**src/lcd_defines.svh**
```systemverilog
`ifndef LCD_DEFINES_SVH
`define LCD_DEFINES_SVH

////////////////////////////////////////////////////////////
// bus widths
////////////////////////////////////////////////////////////
`define AXI_ADDR_W      16      // byte address
`define AXI_DATA_W      32      // one word, four chars

////////////////////////////////////////////////////////////
// screen and store geometry
////////////////////////////////////////////////////////////
`define LCD_NUM_CHARS   40      // 2 lines x 20 half-width chars
`define LCD_NUM_WORDS   10      // 40 chars / 4 per word

////////////////////////////////////////////////////////////
// serial timing, in clock cycles
////////////////////////////////////////////////////////////
`define LCD_SCK_HALF    2       // half period of sck
`define LCD_OP_DELAY    16      // gap after each frame

`endif
```
**src/lcd_pkg.sv**
```systemverilog
`default_nettype none

`include "lcd_defines.svh"

package lcd_pkg;

    // sequencer states
    typedef enum int unsigned {
        RESET_WAIT,             // one idle cycle out of reset
        INIT_CMD,               // setup command
        LINE_CMD,               // ddram line address
        CHAR_READ,              // fetch from store
        CHAR_SEND,              // fetched byte goes out
        WAIT_DONE,              // shifter busy
        WAIT_TIMER              // post-frame gap
    } lcd_state_e;

    // sync byte leading every frame
    typedef enum logic [7:0] {
        OP_CMD  = 8'hF8,        // rs=0, instruction
        OP_DATA = 8'hFA         // rs=1, data
    } lcd_op_e;

    typedef struct packed {
        lcd_op_e    op;         // sync byte
        logic [7:0] payload;    // command or char code
    } lcd_frame_t;

    typedef struct packed {
        logic [3:0]                 index;  // word index 0..9
        logic [`AXI_DATA_W-1:0]     data;
        logic [`AXI_DATA_W/8-1:0]   strb;   // byte lanes
    } char_wr_t;

endpackage

`default_nettype wire

```
**src/lcd16032_axi.sv**
```systemverilog
`timescale 1ns/10ps
`default_nettype none

`include "lcd_defines.svh"

module lcd16032_axi
    import lcd_pkg::*;
(
    input  wire                         S_AXI_ACLK,
    input  wire                         S_AXI_ARESETN,
    output logic                        S_AXI_AWREADY,
    input  wire [`AXI_ADDR_W-1:0]       S_AXI_AWADDR,
    input  wire                         S_AXI_AWVALID,
    input  wire [2:0]                   S_AXI_AWPROT,
    output logic                        S_AXI_WREADY,
    input  wire [`AXI_DATA_W-1:0]       S_AXI_WDATA,
    input  wire [`AXI_DATA_W/8-1:0]     S_AXI_WSTRB,
    input  wire                         S_AXI_WVALID,
    output logic [1:0]                  S_AXI_BRESP,
    output logic                        S_AXI_BVALID,
    input  wire                         S_AXI_BREADY,
    output logic                        S_AXI_ARREADY,
    input  wire [`AXI_ADDR_W-1:0]       S_AXI_ARADDR,
    input  wire                         S_AXI_ARVALID,
    input  wire [2:0]                   S_AXI_ARPROT,
    output logic [1:0]                  S_AXI_RRESP,
    output logic                        S_AXI_RVALID,
    output logic [`AXI_DATA_W-1:0]      S_AXI_RDATA,
    input  wire                         S_AXI_RREADY,
    output logic                        lcd_cs,
    output logic                        lcd_sck,
    output logic                        lcd_mosi
);

    char_wr_t               char_wr;    // slave -> store
    logic                   wr_en;
    logic [3:0]             rd_index;
    logic [`AXI_DATA_W-1:0] rd_word;
    logic                   chr_rd;     // sequencer <-> store
    logic [5:0]             char_addr;
    logic [7:0]             chr_byte;
    lcd_frame_t             frame;      // sequencer <-> shifter
    logic                   tx_start;
    logic                   tx_done;
    logic                   tmr_start;  // sequencer <-> timer
    logic                   tmr_expire;

    lcd_axi_slave u_axi (.*);

    lcd_char_ram u_ram (.*);

    lcd_refresh_fsm u_fsm (.*);

    lcd_op_timer u_tmr (.*);

    lcd_serial_tx u_tx (.*);

endmodule

`default_nettype wire

```
**src/lcd_serial_tx.sv**
```systemverilog
`timescale 1ns/10ps
`default_nettype none

`include "lcd_defines.svh"

module lcd_serial_tx
    import lcd_pkg::*;
(
    input  wire             S_AXI_ACLK,
    input  wire             S_AXI_ARESETN,
    input  wire             tx_start,
    input  wire lcd_frame_t frame,
    output logic            tx_done,
    output logic            lcd_cs,
    output logic            lcd_sck,
    output logic            lcd_mosi
);

    localparam int DW = $clog2(2 * `LCD_SCK_HALF);

    logic [23:0]   shreg;       // msb on the wire
    logic [4:0]    bit_cnt;     // 0..23
    logic [DW-1:0] div_cnt;     // position inside one bit
    logic [23:0]   frame_bits;

    // sync, high nibble << 4, low nibble << 4
    assign frame_bits = {frame.op, frame.payload[7:4], 4'h0, frame.payload[3:0], 4'h0};
    assign lcd_mosi   = shreg[23];

    always_ff @(posedge S_AXI_ACLK) begin
        if (!S_AXI_ARESETN) begin
            shreg   <= '0;
            bit_cnt <= '0;
            div_cnt <= '0;
            lcd_cs  <= 1'b0;
            lcd_sck <= 1'b0;
            tx_done <= 1'b0;
        end else begin
            tx_done <= 1'b0;
            if (tx_start && !lcd_cs) begin
                lcd_cs  <= 1'b1;                // bit 23 already on mosi
                lcd_sck <= 1'b0;
                shreg   <= frame_bits;
                bit_cnt <= '0;
                div_cnt <= '0;
            end else if (lcd_cs) begin
                if (div_cnt == DW'(`LCD_SCK_HALF - 1)) begin
                    lcd_sck <= 1'b1;            // slave samples here
                    div_cnt <= div_cnt + 1'b1;
                end else if (div_cnt == DW'(2 * `LCD_SCK_HALF - 1)) begin
                    lcd_sck <= 1'b0;            // mosi moves on the fall
                    div_cnt <= '0;
                    shreg   <= shreg << 1;      // zero after the last bit
                    if (bit_cnt == 5'd23) begin
                        lcd_cs  <= 1'b0;
                        tx_done <= 1'b1;
                    end else begin
                        bit_cnt <= bit_cnt + 5'd1;
                    end
                end else begin
                    div_cnt <= div_cnt + 1'b1;
                end
            end
        end
    end

endmodule

`default_nettype wire

```
**src/lcd_op_timer.sv**
```systemverilog
`timescale 1ns/10ps
`default_nettype none

`include "lcd_defines.svh"

module lcd_op_timer (
    input  wire     S_AXI_ACLK,
    input  wire     S_AXI_ARESETN,
    input  wire     tmr_start,
    output logic    tmr_expire
);

    localparam int CW = $clog2(`LCD_OP_DELAY + 1);

    logic [CW-1:0] cnt;         // zero when idle

    always_ff @(posedge S_AXI_ACLK) begin
        if (!S_AXI_ARESETN) begin
            cnt        <= '0;
            tmr_expire <= 1'b0;
        end else begin
            tmr_expire <= 1'b0;
            if (tmr_start) begin
                cnt <= CW'(`LCD_OP_DELAY - 1);  // restart also while counting
            end else if (cnt != '0) begin
                cnt <= cnt - 1'b1;
                if (cnt == CW'(1))
                    tmr_expire <= 1'b1;         // lands on the cycle count hits zero
            end
        end
    end

endmodule

`default_nettype wire

```
**src/lcd_refresh_fsm.sv**
```systemverilog
`timescale 1ns/10ps
`default_nettype none

`include "lcd_defines.svh"

module lcd_refresh_fsm
    import lcd_pkg::*;
(
    input  wire         S_AXI_ACLK,
    input  wire         S_AXI_ARESETN,
    output logic        chr_rd,
    output logic [5:0]  char_addr,
    input  wire [7:0]   chr_byte,
    output logic        tx_start,
    output lcd_frame_t  frame,
    input  wire         tx_done,
    output logic        tmr_start,
    input  wire         tmr_expire
);

    // function set, display on, clear, entry mode
    localparam logic [7:0] INIT_CMDS [4] = '{8'h30, 8'h0C, 8'h01, 8'h06};
    localparam int         HALF_CHARS    = `LCD_NUM_CHARS / 2;     // chars per line

    lcd_state_e state;
    logic [1:0] init_idx;       // which setup command
    logic       init_done;
    logic       line_pend;      // next frame is a line address
    logic [5:0] char_idx;       // 0..39

    assign chr_rd    = (state == CHAR_READ);
    assign char_addr = char_idx;

    always_ff @(posedge S_AXI_ACLK) begin
        if (!S_AXI_ARESETN) begin
            state     <= RESET_WAIT;
            init_idx  <= 2'd0;
            init_done <= 1'b0;
            line_pend <= 1'b1;                  // pass starts with 0x80
            char_idx  <= 6'd0;
            tx_start  <= 1'b0;
            tmr_start <= 1'b0;
        end else begin
            tx_start  <= 1'b0;
            tmr_start <= 1'b0;
            case (state)
                RESET_WAIT: state <= INIT_CMD;
                INIT_CMD: begin
                    tx_start <= 1'b1;
                    state    <= WAIT_DONE;
                end
                LINE_CMD: begin
                    tx_start  <= 1'b1;
                    line_pend <= 1'b0;
                    state     <= WAIT_DONE;
                end
                CHAR_READ: state <= CHAR_SEND;  // store registers the byte
                CHAR_SEND: begin
                    tx_start <= 1'b1;
                    state    <= WAIT_DONE;
                    if (char_idx == 6'(`LCD_NUM_CHARS - 1)) begin
                        char_idx  <= 6'd0;      // wrap, new pass
                        line_pend <= 1'b1;
                    end else begin
                        char_idx <= char_idx + 6'd1;
                        if (char_idx == 6'(HALF_CHARS - 1))
                            line_pend <= 1'b1;  // second line next
                    end
                end
                WAIT_DONE: begin
                    if (tx_done) begin
                        tmr_start <= 1'b1;
                        state     <= WAIT_TIMER;
                    end
                end
                WAIT_TIMER: begin
                    if (tmr_expire) begin
                        if (!init_done) begin
                            if (init_idx == 2'd3) begin
                                init_done <= 1'b1;
                                state     <= LINE_CMD;
                            end else begin
                                init_idx <= init_idx + 2'd1;
                                state    <= INIT_CMD;
                            end
                        end else if (line_pend) begin
                            state <= LINE_CMD;
                        end else begin
                            state <= CHAR_READ;
                        end
                    end
                end
                default: state <= RESET_WAIT;
            endcase
        end
    end

    // frame contents, loaded alongside tx_start
    always_ff @(posedge S_AXI_ACLK) begin
        case (state)
            INIT_CMD: begin
                frame.op      <= OP_CMD;
                frame.payload <= INIT_CMDS[init_idx];
            end
            LINE_CMD: begin
                frame.op      <= OP_CMD;
                frame.payload <= (char_idx < 6'(HALF_CHARS)) ? 8'h80 : 8'h90;
            end
            CHAR_SEND: begin
                frame.op      <= OP_DATA;
                frame.payload <= chr_byte;
            end
            default: ;
        endcase
    end

endmodule

`default_nettype wire

```
**src/lcd_char_ram.sv**
```systemverilog
`timescale 1ns/10ps
`default_nettype none

`include "lcd_defines.svh"

module lcd_char_ram
    import lcd_pkg::*;
(
    input  wire                     S_AXI_ACLK,
    input  wire                     S_AXI_ARESETN,
    input  wire char_wr_t           char_wr,
    input  wire                     wr_en,
    input  wire [3:0]               rd_index,
    output logic [`AXI_DATA_W-1:0]  rd_word,
    input  wire                     chr_rd,
    input  wire [5:0]               char_addr,
    output logic [7:0]              chr_byte
);

    logic [`AXI_DATA_W-1:0] mem [`LCD_NUM_WORDS];   // char 0 in low byte of word 0
    logic [`AXI_DATA_W-1:0] chr_word;               // word holding char_addr

    always_ff @(posedge S_AXI_ACLK) begin
        if (!S_AXI_ARESETN) begin
            for (int w = 0; w < `LCD_NUM_WORDS; w++)
                mem[w] <= {(`AXI_DATA_W/8){8'h20}}; // blank screen
        end else if (wr_en) begin
            for (int b = 0; b < `AXI_DATA_W/8; b++)
                if (char_wr.strb[b])
                    mem[char_wr.index][8*b +: 8] <= char_wr.data[8*b +: 8];
        end
    end

    // bus side, combinational
    assign rd_word  = (rd_index < 4'(`LCD_NUM_WORDS)) ? mem[rd_index] : '0;

    // sequencer side, byte out one cycle after chr_rd
    assign chr_word = mem[char_addr[5:2]];

    always_ff @(posedge S_AXI_ACLK) begin
        if (chr_rd)
            chr_byte <= chr_word[{char_addr[1:0], 3'b000} +: 8];
    end

endmodule

`default_nettype wire

```
**src/lcd_axi_slave.sv**
```systemverilog
`timescale 1ns/10ps
`default_nettype none

`include "lcd_defines.svh"

module lcd_axi_slave
    import lcd_pkg::*;
(
    input  wire                         S_AXI_ACLK,
    input  wire                         S_AXI_ARESETN,
    // write address / data / response
    output logic                        S_AXI_AWREADY,
    input  wire [`AXI_ADDR_W-1:0]       S_AXI_AWADDR,
    input  wire                         S_AXI_AWVALID,
    input  wire [2:0]                   S_AXI_AWPROT,   // ignored
    output logic                        S_AXI_WREADY,
    input  wire [`AXI_DATA_W-1:0]       S_AXI_WDATA,
    input  wire [`AXI_DATA_W/8-1:0]     S_AXI_WSTRB,
    input  wire                         S_AXI_WVALID,
    output logic [1:0]                  S_AXI_BRESP,
    output logic                        S_AXI_BVALID,
    input  wire                         S_AXI_BREADY,
    // read address / data
    output logic                        S_AXI_ARREADY,
    input  wire [`AXI_ADDR_W-1:0]       S_AXI_ARADDR,
    input  wire                         S_AXI_ARVALID,
    input  wire [2:0]                   S_AXI_ARPROT,   // ignored
    output logic [1:0]                  S_AXI_RRESP,
    output logic                        S_AXI_RVALID,
    output logic [`AXI_DATA_W-1:0]      S_AXI_RDATA,
    input  wire                         S_AXI_RREADY,
    // store side
    output char_wr_t                    char_wr,
    output logic                        wr_en,
    output logic [3:0]                  rd_index,
    input  wire [`AXI_DATA_W-1:0]       rd_word
);

    logic aw_hit;               // write address inside the store
    logic ar_hit;               // read address inside the store

    // word index from byte address, upper bits must be zero
    assign aw_hit = (S_AXI_AWADDR[`AXI_ADDR_W-1:6] == '0) &&
                    (S_AXI_AWADDR[5:2] < 4'(`LCD_NUM_WORDS));
    assign ar_hit = (S_AXI_ARADDR[`AXI_ADDR_W-1:6] == '0) &&
                    (S_AXI_ARADDR[5:2] < 4'(`LCD_NUM_WORDS));

    ////////////////////////////////////////////////////////////
    // write channel
    ////////////////////////////////////////////////////////////
    assign S_AXI_WREADY  = S_AXI_AWREADY;       // aw and w accepted together
    assign S_AXI_BRESP   = 2'b00;               // always okay
    assign char_wr.index = S_AXI_AWADDR[5:2];
    assign char_wr.data  = S_AXI_WDATA;
    assign char_wr.strb  = S_AXI_WSTRB;
    assign wr_en         = S_AXI_AWREADY && aw_hit; // store writes on this edge

    always_ff @(posedge S_AXI_ACLK) begin
        if (!S_AXI_ARESETN) begin
            S_AXI_AWREADY <= 1'b0;
            S_AXI_BVALID  <= 1'b0;
        end else begin
            S_AXI_AWREADY <= 1'b0;                  // single-cycle pulse
            if (!S_AXI_AWREADY && !S_AXI_BVALID && S_AXI_AWVALID && S_AXI_WVALID)
                S_AXI_AWREADY <= 1'b1;
            if (S_AXI_AWREADY)
                S_AXI_BVALID <= 1'b1;               // response next cycle
            else if (S_AXI_BREADY)
                S_AXI_BVALID <= 1'b0;               // held until taken
        end
    end

    ////////////////////////////////////////////////////////////
    // read channel
    ////////////////////////////////////////////////////////////
    assign S_AXI_RRESP = 2'b00;
    assign rd_index    = S_AXI_ARADDR[5:2];         // store answers combinationally

    always_ff @(posedge S_AXI_ACLK) begin
        if (!S_AXI_ARESETN) begin
            S_AXI_ARREADY <= 1'b0;
            S_AXI_RVALID  <= 1'b0;
        end else begin
            S_AXI_ARREADY <= 1'b0;
            if (!S_AXI_ARREADY && !S_AXI_RVALID && S_AXI_ARVALID)
                S_AXI_ARREADY <= 1'b1;              // one read in flight at most
            if (S_AXI_ARREADY)
                S_AXI_RVALID <= 1'b1;
            else if (S_AXI_RREADY)
                S_AXI_RVALID <= 1'b0;
        end
    end

    // read data captured with the address handshake
    always_ff @(posedge S_AXI_ACLK) begin
        if (S_AXI_ARREADY)
            S_AXI_RDATA <= ar_hit ? rd_word : '0;   // unmapped reads as zero
    end

endmodule

`default_nettype wire

```
**config.mk**
```make
export PLATFORM = sky130hd
export DESIGN_NAME = lcd16032_axi
export DESIGN_NICKNAME = d
export VERILOG_FILES = /design/src/lcd_pkg.sv /design/src/lcd16032_axi.sv /design/src/lcd_serial_tx.sv /design/src/lcd_op_timer.sv /design/src/lcd_refresh_fsm.sv /design/src/lcd_char_ram.sv /design/src/lcd_axi_slave.sv
export VERILOG_INCLUDE_DIRS = /design/src /design/src/src
export SDC_FILE = /design/constraint.sdc
export NUM_CORES = 1
export LEC_CHECK = 0
export BUFFER_PORTS_ARGS = -buffer_cell sky130_fd_sc_hd__buf_2
export CORE_MARGIN = 2
export CORE_UTILIZATION = 40
export CTS_BUF_LIST = sky130_fd_sc_hd__clkbuf_8 sky130_fd_sc_hd__clkbuf_16
export DETAILED_ROUTE_END_ITERATION = 12
export PLACE_DENSITY = 0.58
export SYNTH_ARGS = -nofsm -noshare
export SYNTH_HDL_FRONTEND = slang
export SYNTH_HIERARCHICAL = 1
export SYNTH_SLANG_ARGS = --single-unit
```
**constraint.sdc**
```tcl
create_clock -name S_AXI_ACLK -period 3.7 [get_ports S_AXI_ACLK]
set_input_delay 0.74 -clock S_AXI_ACLK [delete_from_list [all_inputs] [get_ports S_AXI_ACLK]]
set_output_delay 0.74 -clock S_AXI_ACLK [all_outputs]
set_load 0.1 [all_outputs]
```
==> qor.yml <==
period_needed_ps: 2965
fin_ws_ps: 735.1
holdBufCountCts: 0
io_pins: 125
cts_sinks: 616
grtUsageTotal: 0.2079
synth_cells: 2114
synth-simple-area-share: 0.1318
status: "finished clean"
rsz0062_at_grt: "false"
cp_slowest_cell: "nand2_1"
cts_setup_buffers: 0
finClkSkew_ps: 20.51
critPathCaptureType: "flop"
synth_compound_area_frac: 0.04804
antenna_found_initial: 5
synth_adder_area_share: 0.004623
path_class: "reg -> reg"
drc_errors: 0
hold_viol_final: 0
wl_per_cell_um: 24.89
seq_area_frac_synth: 0.6029
power_density_mw_per_mm2: 466.5
cts_tree: "done"
mostFrequentLayoutCell: "edfxtp_1"
cts-root-buf: "clkbuf_16"
layout-drive-gt1-share: 0.2753
grt.overflow.total: 0
grt_first_pass_wirelength_um: 118800
synth_area_mm2: 0.02977
synth_seq_cells: 616
hold_path_class: "in -> reg"
syn_to_final_growth_pct: 12.48
synth_top_family_by_area: "multiplexers"
io_buffers: 110
coreArea_mm2: 0.07407
setup_viol: 0
yosys.area_share.xor_xnor: 0.001177
grt_pass1_vias: 18220
initial_utilization: 0.4019
synth_area_per_cell_um2: 14.08
peakVddDrop_uv: 298.1
die_w_um: 276.8
crit_path_start_kind: "flop"
nets: 2292
min_period_over_period: 0.8013
drv_slew: 0
drv_cap: 0
synth-edff-count: 561
rr_worst_depth: 10
max_stage_delay_ps: 410
cp.arrival_ps: 3220
vias_per_cell: 5.759
post-place-ws_ps: 186.5
clk_path_buf_depth: 3
grt_start_max_net_pins: 89
hold_depth: 3
gp_congestion: 0.8866
synth_top_area_cell: "edfxtp_1"
drt_pass1_iterations: 5
chipHeight_um: 276.8
worst_path_most_repeated_cell: "buf_4"
vias: 18550
num_rows: 100
muxShareOfSynthArea: 0.1676
synthDistinctLibCells: 79
clkTransAtPathRegs_ps: 60
first_iter_violations: 2024
final_cell_mix: "561 x edfxtp_1, 348 x nor2_1, 179 x mux4_2, 148 x nand2_1, 108 x buf_2"
fin_tns_setup_ps: 0
final_antenna_net_count: 0
slew_headroom: 0.2806
dieArea_mm2: 0.07662
ys_warn_count: 6
worstPathMaxFanout: 12
synth-async-reset-ratio: 0
p_leak_nw: 11.47
routed_wl_um: 80200
cts_resized: 0
clock.fmax_ghz: 0.3373
cts_buffers: 68
worstPathCellList: "nor4b_2 > buf_4 > and4_1 > nand2_2 > or2_1 > buf_4 > nor4b_4 > buf_4 > nand2_2 > nand2_1"
synth_top_area_share: 0.5659
required_ps: 3960
worst_slew_pin_slew_ps: 1079
htree_levels: 3
dp_hpwl_um: 57750
synth.top_cells.by_area: "edfxtp_1 57%, mux4_2 14%, nor2_1 4.4%, dfxtp_1 3.7%, mux2i_1 2.2%"
clock_latency_ps: 610
dominantRegCellSynth: "edfxtp_1"
## cells in the mapped netlist, types with 6 or more instances
cell and count:
nor2_1 349, o221ai_1 6, o41ai_1 6, dfxtp_1 55, or2_2 16, nand3_1 20, mux2i_1 65, or3_1 12
buf_4 73, buf_2 36, and2_1 6, a211oi_1 15, inv_1 41, or2_1 21, nor4_4 6, o22ai_1 8
buf_6 9, nor2b_1 18, clkbuf_1 67, or3b_2 34, a22o_1 12, buf_1 7, ha_1 11, nand2_1 148
mux4_2 179, o22a_1 7, o21ai_0 57, nand2_2 21, edfxtp_1 561, a21oi_1 57, mux4_1 7, nor3_1 33
a2111oi_0 6, nand2b_1 11, nor4_2 27, a221o_1 6, mux2_2 11
## layout make-up
cell class	instances	area, um^2
diodes	1	2.502
clock buffers	71	1754
clock inverters	51	440.4
fillers	6580	40590
inverters	41	153.9
multi-input cells	1270	10580
flip-flops and latches	616	17960
well taps	969	1212
repair buffers	203	1383
## flip-flops by register name (all words and copies together), names as in the netlist, 5 cells and up
| register | count |
|---|---|
| u_ram/mem | 512 |
| u_axi/S_AXI_RDATA | 32 |
| u_tx/shreg | 20 |
| u_fsm/frame | 9 |
| u_ram/chr_byte | 8 |
| u_fsm/char_addr | 6 |
| u_tmr/cnt | 5 |
| u_tx/bit_cnt | 5 |
## per-layer routing
| metal | vias to the layer above | wire [um] | track usage |
|---|---|---|---|
| li1 | 8169 | - | - |
| met1 | 9513 | 35030 | 0.2976 |
| met2 | 767 | 37080 | 0.3253 |
| met3 | 97 | 6291 | 0.04083 |
| met4 | 8 | 1754 | 0.05504 |
| met5 | - | 44 | 0 |
## critical path: cells and delay by family, from the launching register on
| kind | cells | cell delay [ps] |
|---|---|---|
| buffers and inverters | 3 | 640 |
| and+or+nand+nor | 7 | 1590 |
| DFF | 1 | 380 |
## logic make-up (layout without fill, tap and decap cells)
| family | count (synthesis) | in the layout |
|---|---|---|
| buffers and inverters | 236 | 366 |
| muxes | 262 | 262 |
| and+or+nand+nor | 762 | 762 |
| other | 3 | 12 |
| DFF | 616 | 616 |
| adders and majority gates | 11 | 11 |
| xor gates and xnor gates | 4 | 4 |
| AOI/OAI and AO/OA | 220 | 220 |
## where the power goes
| group | internal (W) | switching (W) | total (W) |
|---|---|---|---|
| Clock | 0.00388 | 0.00278 | 0.00667 |
| Sequential | 0.00771 | 0.000149 | 0.00786 |
| Combinational | 0.000396 | 0.000693 | 0.00109 |
| Total | 0.0120 | 0.00363 | 0.0156 |
## per-stage QoR
stage                     std cells  cell area (um^2)  utilization  total power, W  hold WS, ps
after floorplan                2122             29800            -        0.008790        431.0
after global placement         3099             31290       0.4224        0.009059        408.8
after detailed placement       3099             31290       0.4224        0.009092        426.4
after CTS                      3221             33480       0.4520         0.01575        348.7
after global routing           3222             33480       0.4520         0.01611        380.0
final                          3222             33480       0.4520         0.01562        378.5
## final timing paths
kind,start,to,slack [ps]
max reg2reg,u_axi/S_AXI_AWREADY,u_ram/mem[5][25],740
max,u_axi/S_AXI_AWREADY,u_ram/mem[5][25],740
min reg2reg,u_axi/S_AXI_BVALID,u_axi/S_AXI_AWREADY,430
min,S_AXI_ARVALID,u_axi/S_AXI_ARREADY,380
Note: power is estimated with default switching activity, not from simulation.
